===== config.mk =====
export PLATFORM = sky130hd
export DESIGN_NAME = csum_offload_top
export DESIGN_NICKNAME = d
export VERILOG_FILES = /design/src/logic/csum_pkg.sv /design/src/logic/csum_offload_top.sv /design/src/logic/lane_collect.sv /design/src/logic/csum_lane.sv /design/src/logic/lane_dispatch.sv /design/src/logic/init_sequencer.sv
export SDC_FILE = /design/constraint.sdc
export NUM_CORES = 2
export LEC_CHECK = 0
export BUFFER_PORTS_ARGS = -buffer_cell sky130_fd_sc_hd__buf_4
export CAP_MARGIN = 20
export CELL_PAD_IN_SITES_DETAIL_PLACEMENT = 1
export CELL_PAD_IN_SITES_GLOBAL_PLACEMENT = 1
export CORE_ASPECT_RATIO = 1.4
export CORE_MARGIN = 4
export CORE_UTILIZATION = 30
export CTS_CLUSTER_SIZE = 20
export DETAILED_ROUTE_END_ITERATION = 16
export GPL_TIMING_DRIVEN = 0
export PLACE_DENSITY = 0.61
export SLEW_MARGIN = 20
export SYNTH_ARGS = -nofsm -noshare
export SYNTH_HDL_FRONTEND = slang
export SYNTH_SLANG_ARGS = --single-unit

===== constraint.sdc =====
create_clock -name mig_clk -period 13.8 [get_ports mig_clk]
set_input_delay 2.76 -clock mig_clk [delete_from_list [all_inputs] [get_ports mig_clk]]
set_output_delay 2.76 -clock mig_clk [all_outputs]
set_load 0.005 [all_outputs]

===== src/logic/csum_pkg.sv =====
`default_nettype none

package csum_pkg;

  // **********************************************************************
  // Stream and checksum geometry
  // **********************************************************************
  localparam int DATA_W         = 64;
  localparam int KEEP_W         = DATA_W / 8;        // One keep bit per byte
  localparam int CSUM_W         = 16;
  localparam int WORDS_PER_BEAT = DATA_W / CSUM_W;   // 16-bit words summed per beat

  // **********************************************************************
  // Lane array and init timing
  // **********************************************************************
  localparam int NUM_LANES  = 2;                     // Two parallel checksum paths
  localparam int LANE_DEPTH = 16;                    // Beats per lane, also max packet
  localparam int PKT_SLOTS  = 4;                     // Packets queued in one lane
  localparam int INIT_WAIT  = 15;                    // Cycles from DDR ready to enable

  localparam int LANE_IDX_W = (NUM_LANES > 1) ? $clog2(NUM_LANES) : 1;
  localparam int BUF_AW     = $clog2(LANE_DEPTH);
  localparam int CREDIT_W   = $clog2(LANE_DEPTH + 1);
  localparam int INIT_CNT_W = $clog2(INIT_WAIT + 1);

  typedef logic [DATA_W-1:0]     beat_data_t;
  typedef logic [KEEP_W-1:0]     beat_keep_t;
  typedef logic [CSUM_W-1:0]     csum_t;
  typedef logic [LANE_IDX_W-1:0] lane_idx_t;
  typedef logic [CREDIT_W-1:0]   credit_t;       // 0 up to LANE_DEPTH
  typedef logic [BUF_AW-1:0]     buf_addr_t;
  typedef logic [CREDIT_W-1:0]   pkt_cnt_t;      // Complete packets held in a lane
  typedef logic [INIT_CNT_W-1:0] init_cnt_t;

  typedef enum logic [1:0] {
    WAIT_MEM,
    COUNT,
    READY
  } init_state_t;

endpackage

`default_nettype wire

===== src/logic/csum_offload_top.sv =====
`timescale 1ns/1ns
`default_nettype none

module csum_offload_top
  import csum_pkg::*;
(
  input  wire        mig_clk,
  input  wire        rst_i,
  input  wire        ddr_init_complete_i,
  output logic       init_done_o,
  // Input stream
  input  wire        s_valid_i,
  input  wire beat_data_t s_data_i,
  input  wire beat_keep_t s_keep_i,
  input  wire        s_last_i,
  output logic       s_ready_o,
  // Output stream
  output logic       m_valid_o,
  output beat_data_t m_data_o,
  output beat_keep_t m_keep_o,
  output logic       m_last_o,
  input  wire        m_ready_i
);

  logic                 stream_en;
  logic [NUM_LANES-1:0] lane_push;
  beat_data_t           lane_data;
  beat_keep_t           lane_keep;
  logic                 lane_last;
  logic [NUM_LANES-1:0] credit_ret;

  logic [NUM_LANES-1:0] out_valid;
  beat_data_t           out_data [NUM_LANES];
  beat_keep_t           out_keep [NUM_LANES];
  logic [NUM_LANES-1:0] out_last;
  logic [NUM_LANES-1:0] out_pop;

  assign init_done_o = stream_en;

  init_sequencer u_init_seq (
    .mig_clk             (mig_clk),
    .rst_i               (rst_i),
    .ddr_init_complete_i (ddr_init_complete_i),
    .enable_o            (stream_en)
  );

  lane_dispatch u_dispatch (
    .mig_clk      (mig_clk),
    .rst_i        (rst_i),
    .enable_i     (stream_en),
    .s_valid_i    (s_valid_i),
    .s_data_i     (s_data_i),
    .s_keep_i     (s_keep_i),
    .s_last_i     (s_last_i),
    .s_ready_o    (s_ready_o),
    .credit_ret_i (credit_ret),
    .push_o       (lane_push),
    .data_o       (lane_data),
    .keep_o       (lane_keep),
    .last_o       (lane_last)
  );

  // **********************************************************************
  // Checksum lanes
  // **********************************************************************
  for (genvar k = 0; k < NUM_LANES; k++) begin : g_lane
    csum_lane u_lane (
      .mig_clk      (mig_clk),
      .rst_i        (rst_i),
      .push_i       (lane_push[k]),
      .data_i       (lane_data),
      .keep_i       (lane_keep),
      .last_i       (lane_last),
      .credit_ret_o (credit_ret[k]),
      .pop_i        (out_pop[k]),
      .valid_o      (out_valid[k]),
      .data_o       (out_data[k]),
      .keep_o       (out_keep[k]),
      .last_o       (out_last[k])
    );
  end

  lane_collect u_collect (
    .mig_clk      (mig_clk),
    .rst_i        (rst_i),
    .lane_valid_i (out_valid),
    .lane_data_i  (out_data),
    .lane_keep_i  (out_keep),
    .lane_last_i  (out_last),
    .pop_o        (out_pop),
    .m_valid_o    (m_valid_o),
    .m_data_o     (m_data_o),
    .m_keep_o     (m_keep_o),
    .m_last_o     (m_last_o),
    .m_ready_i    (m_ready_i)
  );

endmodule

`default_nettype wire


===== src/logic/lane_collect.sv =====
`timescale 1ns/1ns
`default_nettype none

module lane_collect
  import csum_pkg::*;
(
  input  wire                  mig_clk,
  input  wire                  rst_i,
  // Lane side
  input  wire [NUM_LANES-1:0]  lane_valid_i,
  input  wire beat_data_t      lane_data_i [NUM_LANES],
  input  wire beat_keep_t      lane_keep_i [NUM_LANES],
  input  wire [NUM_LANES-1:0]  lane_last_i,
  output logic [NUM_LANES-1:0] pop_o,
  // Output stream
  output logic                 m_valid_o,
  output beat_data_t           m_data_o,
  output beat_keep_t           m_keep_o,
  output logic                 m_last_o,
  input  wire                  m_ready_i
);

  lane_idx_t cur_lane;   // Follows the dispatcher's order
  logic      out_fire;

  // **********************************************************************
  // Output select
  // **********************************************************************
  assign m_valid_o = lane_valid_i[cur_lane];
  assign m_data_o  = lane_data_i[cur_lane];
  assign m_keep_o  = lane_keep_i[cur_lane];
  assign m_last_o  = lane_last_i[cur_lane];
  assign out_fire  = m_valid_o && m_ready_i;

  always_comb begin
    for (int k = 0; k < NUM_LANES; k++) begin
      pop_o[k] = m_ready_i && (cur_lane == lane_idx_t'(k));   // Lane gates with its valid
    end
  end

  // **********************************************************************
  // Round-robin advance on packet end
  // **********************************************************************
  always_ff @(posedge mig_clk) begin
    if (rst_i) begin
      cur_lane <= '0;
    end else if (out_fire && m_last_o) begin
      if (cur_lane == lane_idx_t'(NUM_LANES - 1)) begin
        cur_lane <= '0;
      end else begin
        cur_lane <= cur_lane + 1'b1;
      end
    end
  end

endmodule

`default_nettype wire


===== src/logic/csum_lane.sv =====
`timescale 1ns/1ns
`default_nettype none

module csum_lane
  import csum_pkg::*;
(
  input  wire        mig_clk,
  input  wire        rst_i,
  // Write side, from the dispatcher
  input  wire        push_i,
  input  wire beat_data_t data_i,
  input  wire beat_keep_t keep_i,
  input  wire        last_i,
  output logic       credit_ret_o,
  // Read side, to the collector
  input  wire        pop_i,
  output logic       valid_o,
  output beat_data_t data_o,
  output beat_keep_t keep_o,
  output logic       last_o
);

  // Packet buffer
  beat_data_t mem_data [LANE_DEPTH];
  beat_keep_t mem_keep [LANE_DEPTH];
  logic       mem_last [LANE_DEPTH];
  csum_t      sum_mem  [LANE_DEPTH];   // Sum kept at the packet's first-beat entry

  buf_addr_t  wr_ptr;
  buf_addr_t  rd_ptr;
  buf_addr_t  pkt_start;               // Entry of the first beat being written
  pkt_cnt_t   pkt_cnt;                 // Complete packets waiting to leave
  logic       first_in;
  logic       first_out;
  csum_t      acc;
  csum_t      acc_next;
  beat_data_t masked;
  logic       pop_beat;
  logic       pkt_in;
  logic       pkt_out;

  function automatic buf_addr_t ptr_inc(input buf_addr_t p);
    if (p == buf_addr_t'(LANE_DEPTH - 1)) begin
      return '0;
    end
    return p + 1'b1;
  endfunction

  // Ones' complement add with end-around carry
  function automatic csum_t ones_add(input csum_t a, input csum_t b);
    logic [CSUM_W:0] s;
    s = {1'b0, a} + {1'b0, b};
    return s[CSUM_W-1:0] + csum_t'(s[CSUM_W]);
  endfunction

  // **********************************************************************
  // Checksum accumulation
  // **********************************************************************
  always_comb begin
    for (int b = 0; b < KEEP_W; b++) begin
      masked[8*b +: 8] = keep_i[b] ? data_i[8*b +: 8] : 8'h00;   // Unkept bytes are zero
    end
    acc_next = first_in ? '0 : acc;
    for (int w = 0; w < WORDS_PER_BEAT; w++) begin
      // Checksum field of the first beat counts as zero
      if (!(first_in && (w == 0))) begin
        acc_next = ones_add(acc_next, masked[CSUM_W*w +: CSUM_W]);
      end
    end
  end

  assign pkt_in   = push_i && last_i;
  assign pop_beat = pop_i && valid_o;
  assign pkt_out  = pop_beat && mem_last[rd_ptr];

  always_ff @(posedge mig_clk) begin
    if (push_i) begin
      mem_data[wr_ptr] <= data_i;
      mem_keep[wr_ptr] <= keep_i;
      mem_last[wr_ptr] <= last_i;
      acc              <= acc_next;
      if (first_in) begin
        pkt_start <= wr_ptr;
      end
    end
    if (pkt_in) begin
      sum_mem[first_in ? wr_ptr : pkt_start] <= acc_next;   // Single-beat packet case
    end
  end

  // **********************************************************************
  // Pointers, packet count and credit return
  // **********************************************************************
  always_ff @(posedge mig_clk) begin
    if (rst_i) begin
      wr_ptr       <= '0;
      rd_ptr       <= '0;
      pkt_cnt      <= '0;
      first_in     <= 1'b1;
      first_out    <= 1'b1;
      credit_ret_o <= 1'b0;
    end else begin
      credit_ret_o <= pop_beat;   // One pulse per beat freed
      if (push_i) begin
        wr_ptr   <= ptr_inc(wr_ptr);
        first_in <= last_i;
      end
      if (pop_beat) begin
        rd_ptr    <= ptr_inc(rd_ptr);
        first_out <= mem_last[rd_ptr];
      end
      pkt_cnt <= pkt_cnt + pkt_cnt_t'(pkt_in) - pkt_cnt_t'(pkt_out);
    end
  end

  // **********************************************************************
  // Output with checksum field rewrite
  // **********************************************************************
  assign valid_o = (pkt_cnt != '0);
  assign keep_o  = mem_keep[rd_ptr];
  assign last_o  = mem_last[rd_ptr];

  always_comb begin
    data_o = mem_data[rd_ptr];
    if (first_out) begin
      data_o[CSUM_W-1:0] = ~sum_mem[rd_ptr];   // Inverted sum into bits 15..0
    end
  end

endmodule

`default_nettype wire


===== src/logic/lane_dispatch.sv =====
`timescale 1ns/1ns
`default_nettype none

module lane_dispatch
  import csum_pkg::*;
(
  input  wire                  mig_clk,
  input  wire                  rst_i,
  input  wire                  enable_i,
  // Input stream
  input  wire                  s_valid_i,
  input  wire beat_data_t      s_data_i,
  input  wire beat_keep_t      s_keep_i,
  input  wire                  s_last_i,
  output logic                 s_ready_o,
  // Lane side
  input  wire [NUM_LANES-1:0]  credit_ret_i,
  output logic [NUM_LANES-1:0] push_o,
  output beat_data_t           data_o,
  output beat_keep_t           keep_o,
  output logic                 last_o
);

  credit_t   credit [NUM_LANES];    // Free buffer beats per lane
  lane_idx_t cur_lane;
  logic      beat_fire;

  // **********************************************************************
  // Accept side
  // **********************************************************************
  assign s_ready_o = enable_i && (credit[cur_lane] != '0);
  assign beat_fire = s_valid_i && s_ready_o;

  always_comb begin
    for (int k = 0; k < NUM_LANES; k++) begin
      push_o[k] = beat_fire && (cur_lane == lane_idx_t'(k));
    end
  end

  // Beat goes to every lane and only the pushed one stores it
  assign data_o = s_data_i;
  assign keep_o = s_keep_i;
  assign last_o = s_last_i;

  // **********************************************************************
  // Credits and lane rotation
  // **********************************************************************
  always_ff @(posedge mig_clk) begin
    if (rst_i) begin
      for (int k = 0; k < NUM_LANES; k++) begin
        credit[k] <= credit_t'(LANE_DEPTH);
      end
      cur_lane <= '0;
    end else begin
      for (int k = 0; k < NUM_LANES; k++) begin
        // Spend and return can land in the same cycle
        credit[k] <= credit[k] - credit_t'(push_o[k]) + credit_t'(credit_ret_i[k]);
      end
      if (beat_fire && s_last_i) begin
        if (cur_lane == lane_idx_t'(NUM_LANES - 1)) begin
          cur_lane <= '0;
        end else begin
          cur_lane <= cur_lane + 1'b1;
        end
      end
    end
  end

endmodule

`default_nettype wire


===== src/logic/init_sequencer.sv =====
`timescale 1ns/1ns
`default_nettype none

module init_sequencer
  import csum_pkg::*;
(
  input  wire  mig_clk,
  input  wire  rst_i,
  input  wire  ddr_init_complete_i,
  output logic enable_o
);

  init_state_t state;
  init_cnt_t   wait_cnt;    // Cycles seen since init complete

  // Any drop of init complete sends the sequencer back to the start
  always_ff @(posedge mig_clk) begin
    if (rst_i) begin
      state    <= WAIT_MEM;
      wait_cnt <= '0;
    end else if (!ddr_init_complete_i) begin
      state    <= WAIT_MEM;
      wait_cnt <= '0;
    end else begin
      case (state)
        WAIT_MEM: begin
          state    <= COUNT;
          wait_cnt <= init_cnt_t'(1);   // First edge with memory ready
        end
        COUNT: begin
          if (wait_cnt == init_cnt_t'(INIT_WAIT)) begin
            state <= READY;
          end else begin
            wait_cnt <= wait_cnt + 1'b1;
          end
        end
        READY:   state <= READY;
        default: state <= WAIT_MEM;
      endcase
    end
  end

  assign enable_o = (state == READY);

endmodule

`default_nettype wire


Word-level counts from Yosys, hierarchy flattened
Memories as Yosys holds them, arrays and structs flattened. A register that Yosys moved wholly into a read port is not among the register bits.
Index checks and enable logic that the tools add are counted.

storage, ports and cells
  memories = 9
  logic and storage cells = 184
  flip-flop bits (word level) = 80
  memory bits (writable) = 2858
  output and inout bits = 76

memories
  memory                     words  bits a word  rd ports  clocked after memory_dff  wr ports  line             source
  g_lane[0].u_lane.mem_data  16     64           1         1                         1         csum_lane.sv:24  beat_data_t mem_data [LANE_DEPTH];
  g_lane[1].u_lane.mem_data  16     64           1         1                         1         csum_lane.sv:24
  g_lane[0].u_lane.sum_mem   16     16           1         1                         1         csum_lane.sv:27  csum_t sum_mem [LANE_DEPTH];
  g_lane[1].u_lane.sum_mem   16     16           1         1                         1         csum_lane.sv:27
  g_lane[0].u_lane.mem_keep  16     8            1         1                         1         csum_lane.sv:25  beat_keep_t mem_keep [LANE_DEPTH];
  g_lane[1].u_lane.mem_keep  16     8            1         1                         1         csum_lane.sv:25
  +3 memories                --     --           --        --                        --        --

operators by class
  bitwise gates (word level) = 8
  multiplexer cells = 83
  $add $sub $neg = 31
  eq/ne operators = 9
  reductions and logical operators = 22
  $lt $le $gt $ge = 2

operators with widths
  operator               number
  $mux W64               3
  $add A16 B16 Y17       8
  $add A16 B1 Y16        8
  $mux W4                27
  $mux W16               6
  $mux W8                11
  $not A16 Y16           2
  $mux W1                31
  $add A4 B1 Y4 const B  5
  $add A5 B1 Y5          4
  $eq A4 B4 Y1 const B   5
  $sub A5 B1 Y5          4
  $logic_and A1 B1 Y1    15
  $reduce_bool A5 Y1     3
  $mux W5                2
  $pmux W4 S2            1
  $pmux W2 S3            1
  $not A1 Y1             3
  $add A1 B1 Y1 const B  2
  $eq A2 B1 Y1 const B   1
  $eq A2 B2 Y1 const B   1
  $ge A2 B2 Y1 const B   1
  $logic_not A2 Y1       1
  $lt A1 B2 Y1 const B   1
  8 further kinds        9

Depth between registers and ports, before layout
  depth in word-level cells = 10
  mapped depth = 68
  depth with buffers taken out = 66

Modules after synthesis
Synthesis repeated with hierarchy kept, for this count alone.

second synthesis, totals
  cell total of the unflattened synthesis = 5970
  area total of the unflattened synthesis = 122555.0 um^2

modules (own cells, without submodules)
  module                        cells an instance  area each (um^2)  times used
  csum_lane (g_lane[1].u_lane)  2864               60047.6           1
  csum_lane (g_lane[0].u_lane)  2826               59831.1           1
  lane_dispatch                 153                1296.2            1
  lane_collect                  89                 1016.0            1
  init_sequencer                38                 364.1             1

Least setup slack after synthesis
OpenSTA, ideal clock, no wires.

  kind = input-to-reg
  start point = input s_keep_i[0]
  end point = register g_lane[0].u_lane.acc[15] (data pin)
  arrival time = 13.915 ns
  setup slack = -0.417 ns
  required time = 13.497 ns
  buffers on the path = 2
  stages on the path = 66
  library setup time = 0.303 ns
  cells stage by stage = buf_2 -> and2_1 -> ha_1 -> inv_1 -> fa_1 -> nor2b_1 -> o21a_1 -> or3_1 -> a21oi_1 -> o21ai_0 -> a21o_1 -> a21o_1 -> a21o_1 -> a21o_1 -> ha_1 -> ha_1 -> nand2_1 -> inv_1 -> [30 not listed] -> xnor2_1 -> ha_1 -> o21a_1 -> o21a_1 -> and3_1 -> o41a_4 -> or4b_4 -> nand3_1 -> nand2b_1 -> a21oi_1 -> o21ai_0 -> ha_1 -> and3_1 -> clkbuf_1 -> and2_1 -> nand4_1 -> nor4_2 -> xnor2_1

between the ends
  cells in the longest elaborated chain, start to end = 10

ends and longest elaborated chain
  what                               line                    source
  from (decl)                        csum_offload_top.sv:14  input wire beat_keep_t s_keep_i,
  $mux W8                            csum_lane.sv:61         masked[8*b +: 8] = keep_i[b] ? data_i[8*b +: 8] : 8'h00;
  $add A16 B16 Y17                   csum_lane.sv:52         s = {1'b0, a} + {1'b0, b};
  $add A16 B1 Y16                    csum_lane.sv:53         return s[CSUM_W-1:0] + csum_t'(s[CSUM_W]);
  $mux W16                           csum_lane.sv:66         if (!(first_in && (w == 0))) begin
  $add A16 B16 Y17                   csum_lane.sv:52
  $add A16 B1 Y16                    csum_lane.sv:53
  $add A16 B16 Y17                   csum_lane.sv:52
  $add A16 B1 Y16                    csum_lane.sv:53
  $add A16 B16 Y17                   csum_lane.sv:52
  $add A16 B1 Y16                    csum_lane.sv:53
  net g_lane[0].u_lane.acc_next[15]  csum_lane.sv:36         csum_t acc_next;
  to (signal assigned)               csum_lane.sv:81         acc <= acc_next;
  to (decl)                          csum_lane.sv:35         csum_t acc;

The timed path passes the listed nets, and every way through them passes these cells.
A chain may end at the register's enable or synchronous reset.

Worst setup path in the final report
  start point = input s_keep_i[0]
  end point = memory g_lane[1].u_lane.sum_mem[13][15] in the netlist's numbering (data pin)

between the ends
  cells in the longest elaborated chain, start to end = 10

ends and longest elaborated chain
  what              line
  $mux W8           csum_lane.sv:61
  $add A16 B16 Y17  csum_lane.sv:52
  $add A16 B1 Y16   csum_lane.sv:53
  $mux W16          csum_lane.sv:66
  $add A16 B16 Y17  csum_lane.sv:52
  $add A16 B1 Y16   csum_lane.sv:53
  $add A16 B16 Y17  csum_lane.sv:52
  $add A16 B1 Y16   csum_lane.sv:53
  $add A16 B16 Y17  csum_lane.sv:52
  $add A16 B1 Y16   csum_lane.sv:53
  to (decl)         csum_lane.sv:27

Every way passes these cells.

==> flow_summary_export.csv <==
group,metric,value,unit
placed_design,hpwl,263600,um
sta,rsz0062_at_grt,"true",
clocking,h-tree-depth,5,
power_and_ir_drop,comb_power_share,0.153,
yosys,syn_area_per_cell,20.91,sq um
placed_design,port_buffers,152,
power_and_ir_drop,switching_share,0.2514,
power_and_ir_drop,power-per-cell-area,145.1,mW/mm^2
outcome,status,"complete, but fails checks",
clocking,clk_latency,0.90,ns
critical_path,path_common_cell,"a21o_1",
clocking,clockRootBuffer,"clkbuf_16",
sta,tightest_slew,1.132,ns
sta,hold_violations,0,
floorplan,die_h,759.7,um
global_route,grt_overflow_total,0,
power_and_ir_drop,power.leakage,45.61,nW
power_and_ir_drop,peakVddDrop,84.93,uV
floorplan,io_pins,154,
yosys,postSynth.asyncResetShare,0,
yosys,synth-main-ff-cell,"edfxtp_1",
sta,setup_violations,67,
cells_and_area,final_cell_mix,"2888 x edfxtp_1, 890 x mux4_2, 335 x buf_4",
critical_path,cp-start-kind,"primary input",
yosys,synth_cell_types,99,
sta,min_period_over_period,1.013,
clocking,cts_hold_buffers,0,
clocking,cts_buffer_depth,4,
sta,slew_violations,0,
placed_design,gp_congestion,0.8228,
cells_and_area,fill_cells,39270,
critical_path,max_stage_delay,0.43,ns
placed_design,post-place-cells,11510,
floorplan,dieWidth,544.9,um
flow_run,maxCapViolations,0,
routing,drt-pass1-iter-count,5,
routing,post_drt_via_cell_ratio,5.119,
global_route,antenna_found_initial,32,
power_and_ir_drop,pwr-share-seq,0.474,
routing,drt_iter0_markers,5766,
sta,fmax,0.07153,GHz
sta,fin_ws,-0.1802,ns
clocking,clkTransAtPathRegs,0.06,ns
sta,relSlewSlack,0.2454,
sta,min_period,13.98,ns
routing,wire_per_inst,30.36,um
min_path,hold_path_class,"reg -> reg",
floorplan,start_util,0.3018,
critical_path,arrival,14.56,ns
routing,drc,0,
global_route,track_usage,0.1741,
cells_and_area,final_common_cell,"edfxtp_1",
cells_and_area,syn_to_final_growth,20.29,%
cells_and_area,layout.cells.non_filler,12160,
placed_design,placed_area,0.1334,sq mm
critical_path,crit_slowest_cell,"or4_4",
routing,postRouteWirelength,369000,um
power_and_ir_drop,p_sw,5.313,mW
power_and_ir_drop,clkPwrFrac,0.373,
critical_path,cp-end-kind,"flip-flop",
clocking,cts_sinks,2947,
cells_and_area,fin_nets,6935,
yosys,yosysWarnings,0,
outcome,violations,"setup timing",
cells_and_area,final_cell_area,0.1457,sq mm
floorplan,die-area,0.4140,sq mm
global_route,grt_max_degree,41,
critical_path,critPathMaxFanout,5,
yosys,synth_area,0.1211,sq mm
floorplan,core,0.4012,sq mm
sta,whs,0.5013,ns
global_route,grt_pass1_vias,67010,
yosys,synth_seq_cells,2947,
power_and_ir_drop,p_int,15.82,mW
yosys,syn_nets,6062,
floorplan,rows,275,
critical_path,criticalPathCategory,"in -> reg",
yosys,synth-edff-count,2888,
global_route,grt_pass1_wl,515600,um
cells_and_area,drive_above_1_share,0.3409,
critical_path,required,14.38,ns
yosys,seq_area_frac_synth,0.7260,
yosys,netlist_instances,5791,
clocking,cts_tree,"done",
clocking,cts_buffers,286,
sta,skew,0.07697,ns
routing,final_antenna_net_count,0,
routing,vias,62220,
==> final cells by class <==
class	count	area, sq um	area share
Sequential cell	2947	87900	0.6035
Multi-Input combinational cell	2488	33990	0.2334
Clock buffer	336	7501	0.05150
Tap cell	5263	6585	0.04521
Timing Repair Buffer	584	6461	0.04436
Clock inverter	161	1695	0.01164
Buffer	242	1036	0.007113
Inverter	115	431.7	0.002964
Antenna cell	19	47.55	0.0003264
==> cells by family after synthesis <==
logic type | count (synthesis) | share of synthesized area
flops | 2947 | 0.7260
mux | 963 | 0.1722
simple gates | 725 | 0.03180
compound gates | 386 | 0.02177
buf+inv | 360 | 0.01141
xor+xnor | 215 | 0.01595
fa+ha+maj | 195 | 0.02087
==> what timing repair did <==
action / 4_1_cts / 5_1_grt
resized for setup: 158 / 157
gates cloned: 3 / 7
pin swaps: 80 / 107
buffers inserted: 56 / 64
endpoints found under the setup margin: 544 / 510
==> registers in the layout, summed over array words and instances (netlist names), named ones only <==
signal,count
u_dispatch.cur_lane,1
g_lane.u_lane.pkt_cnt,10
g_lane.u_lane.mem_keep,256
g_lane.u_lane.first_in,2
g_lane.u_lane.pkt_start,8
g_lane.u_lane.acc,32
u_dispatch.credit,10
g_lane.u_lane.wr_ptr,8
g_lane.u_lane.sum_mem,512
g_lane.u_lane.credit_ret_o,2
g_lane.u_lane.mem_data,2048
u_collect.cur_lane,1
u_init_seq.state,2
u_init_seq.wait_cnt,4
g_lane.u_lane.first_out,2
g_lane.u_lane.rd_ptr,8
g_lane.u_lane.mem_last,32
==> worst max-delay path, delay by kind of cell <==
family	cells	cell delay (ns)
AOI/OAI and AO/OA	28	5.26
and+or+nand+nor	13	2.31
xor gates and xnor gates	5	1.01
adders and majority gates	11	2.33
buffers and inverters	6	0.85
==> per-layer routing <==
metal  part of all wire  global-route usage
met1               0.35              0.1944
met2               0.54              0.3214
met3              0.053             0.02683
met4              0.056             0.08280
met5            0.00032                   0
==> stage by stage <==
step / util / power (mW) / TNS [ns] / setup WS, ns
global route: 0.3630 / 21.90 / -89.12 / -0.5914
global placement: 0.3213 / 13.12 / -6481.76 / -8.221
CTS: 0.3589 / 21.25 / -0.7743 / -0.05556
finish: 0.3630 / 21.14 / -6.436 / -0.1802
floorplan: - / 11.86 / 0 / 0.005626
detailed placement: 0.3326 / 13.27 / -1395.43 / -3.470
==> power groups by stage <==
| stage | Combinational [mW] | Clock [mW] | Sequential, mW |
|---|---|---|---|
| 3_5_place_dp | 3.06 | 0 | 10.2 |
| 2_1_floorplan | 1.65 | 0 | 10.2 |
| 6_report | 3.23 | 7.89 | 10.0 |
| 3_3_place_gp | 2.90 | 0 | 10.2 |
| 4_1_cts | 3.17 | 8.06 | 10.0 |
| 5_1_grt | 3.44 | 8.45 | 10.0 |
==> worst paths after layout <==
kind | endpoint | slack (ns) | cells after the start | from
worst max register to register | g_lane[0].u_lane.sum_mem[3][13] | 0.60 | 67 | g_lane[0].u_lane.first_in
worst max-delay path | g_lane[1].u_lane.sum_mem[13][15] | -0.18 | 63 | s_keep_i[0]
worst min register to register | u_init_seq.wait_cnt[1] | 0.50 | 2 | u_init_seq.wait_cnt[1]
worst min-delay path | u_init_seq.wait_cnt[1] | 0.50 | 2 | u_init_seq.wait_cnt[1]
==> Yosys cell counts, types with 54 or more instances <==
| master | instances | area (sq um) |
|---|---|---|
| a21oi_1 | 97 | 485.5 |
| mux2_2 | 58 | 653.1 |
| dfxtp_1 | 59 | 1181 |
| clkbuf_1 | 169 | 634.4 |
| o21ai_0 | 54 | 270.3 |
| nor2_1 | 190 | 713.2 |
| edfxtp_1 | 2888 | 86720 |
| nand2_1 | 123 | 461.7 |
| ha_1 | 181 | 2265 |
| xnor2_1 | 138 | 1209 |
| xor2_1 | 73 | 639.4 |
| buf_1 | 54 | 202.7 |
| inv_1 | 113 | 424.2 |
| nor2b_1 | 54 | 337.8 |
| mux4_2 | 890 | 20040 |
| and2_1 | 78 | 488.0 |
Power figures use the tool's default switching activity.
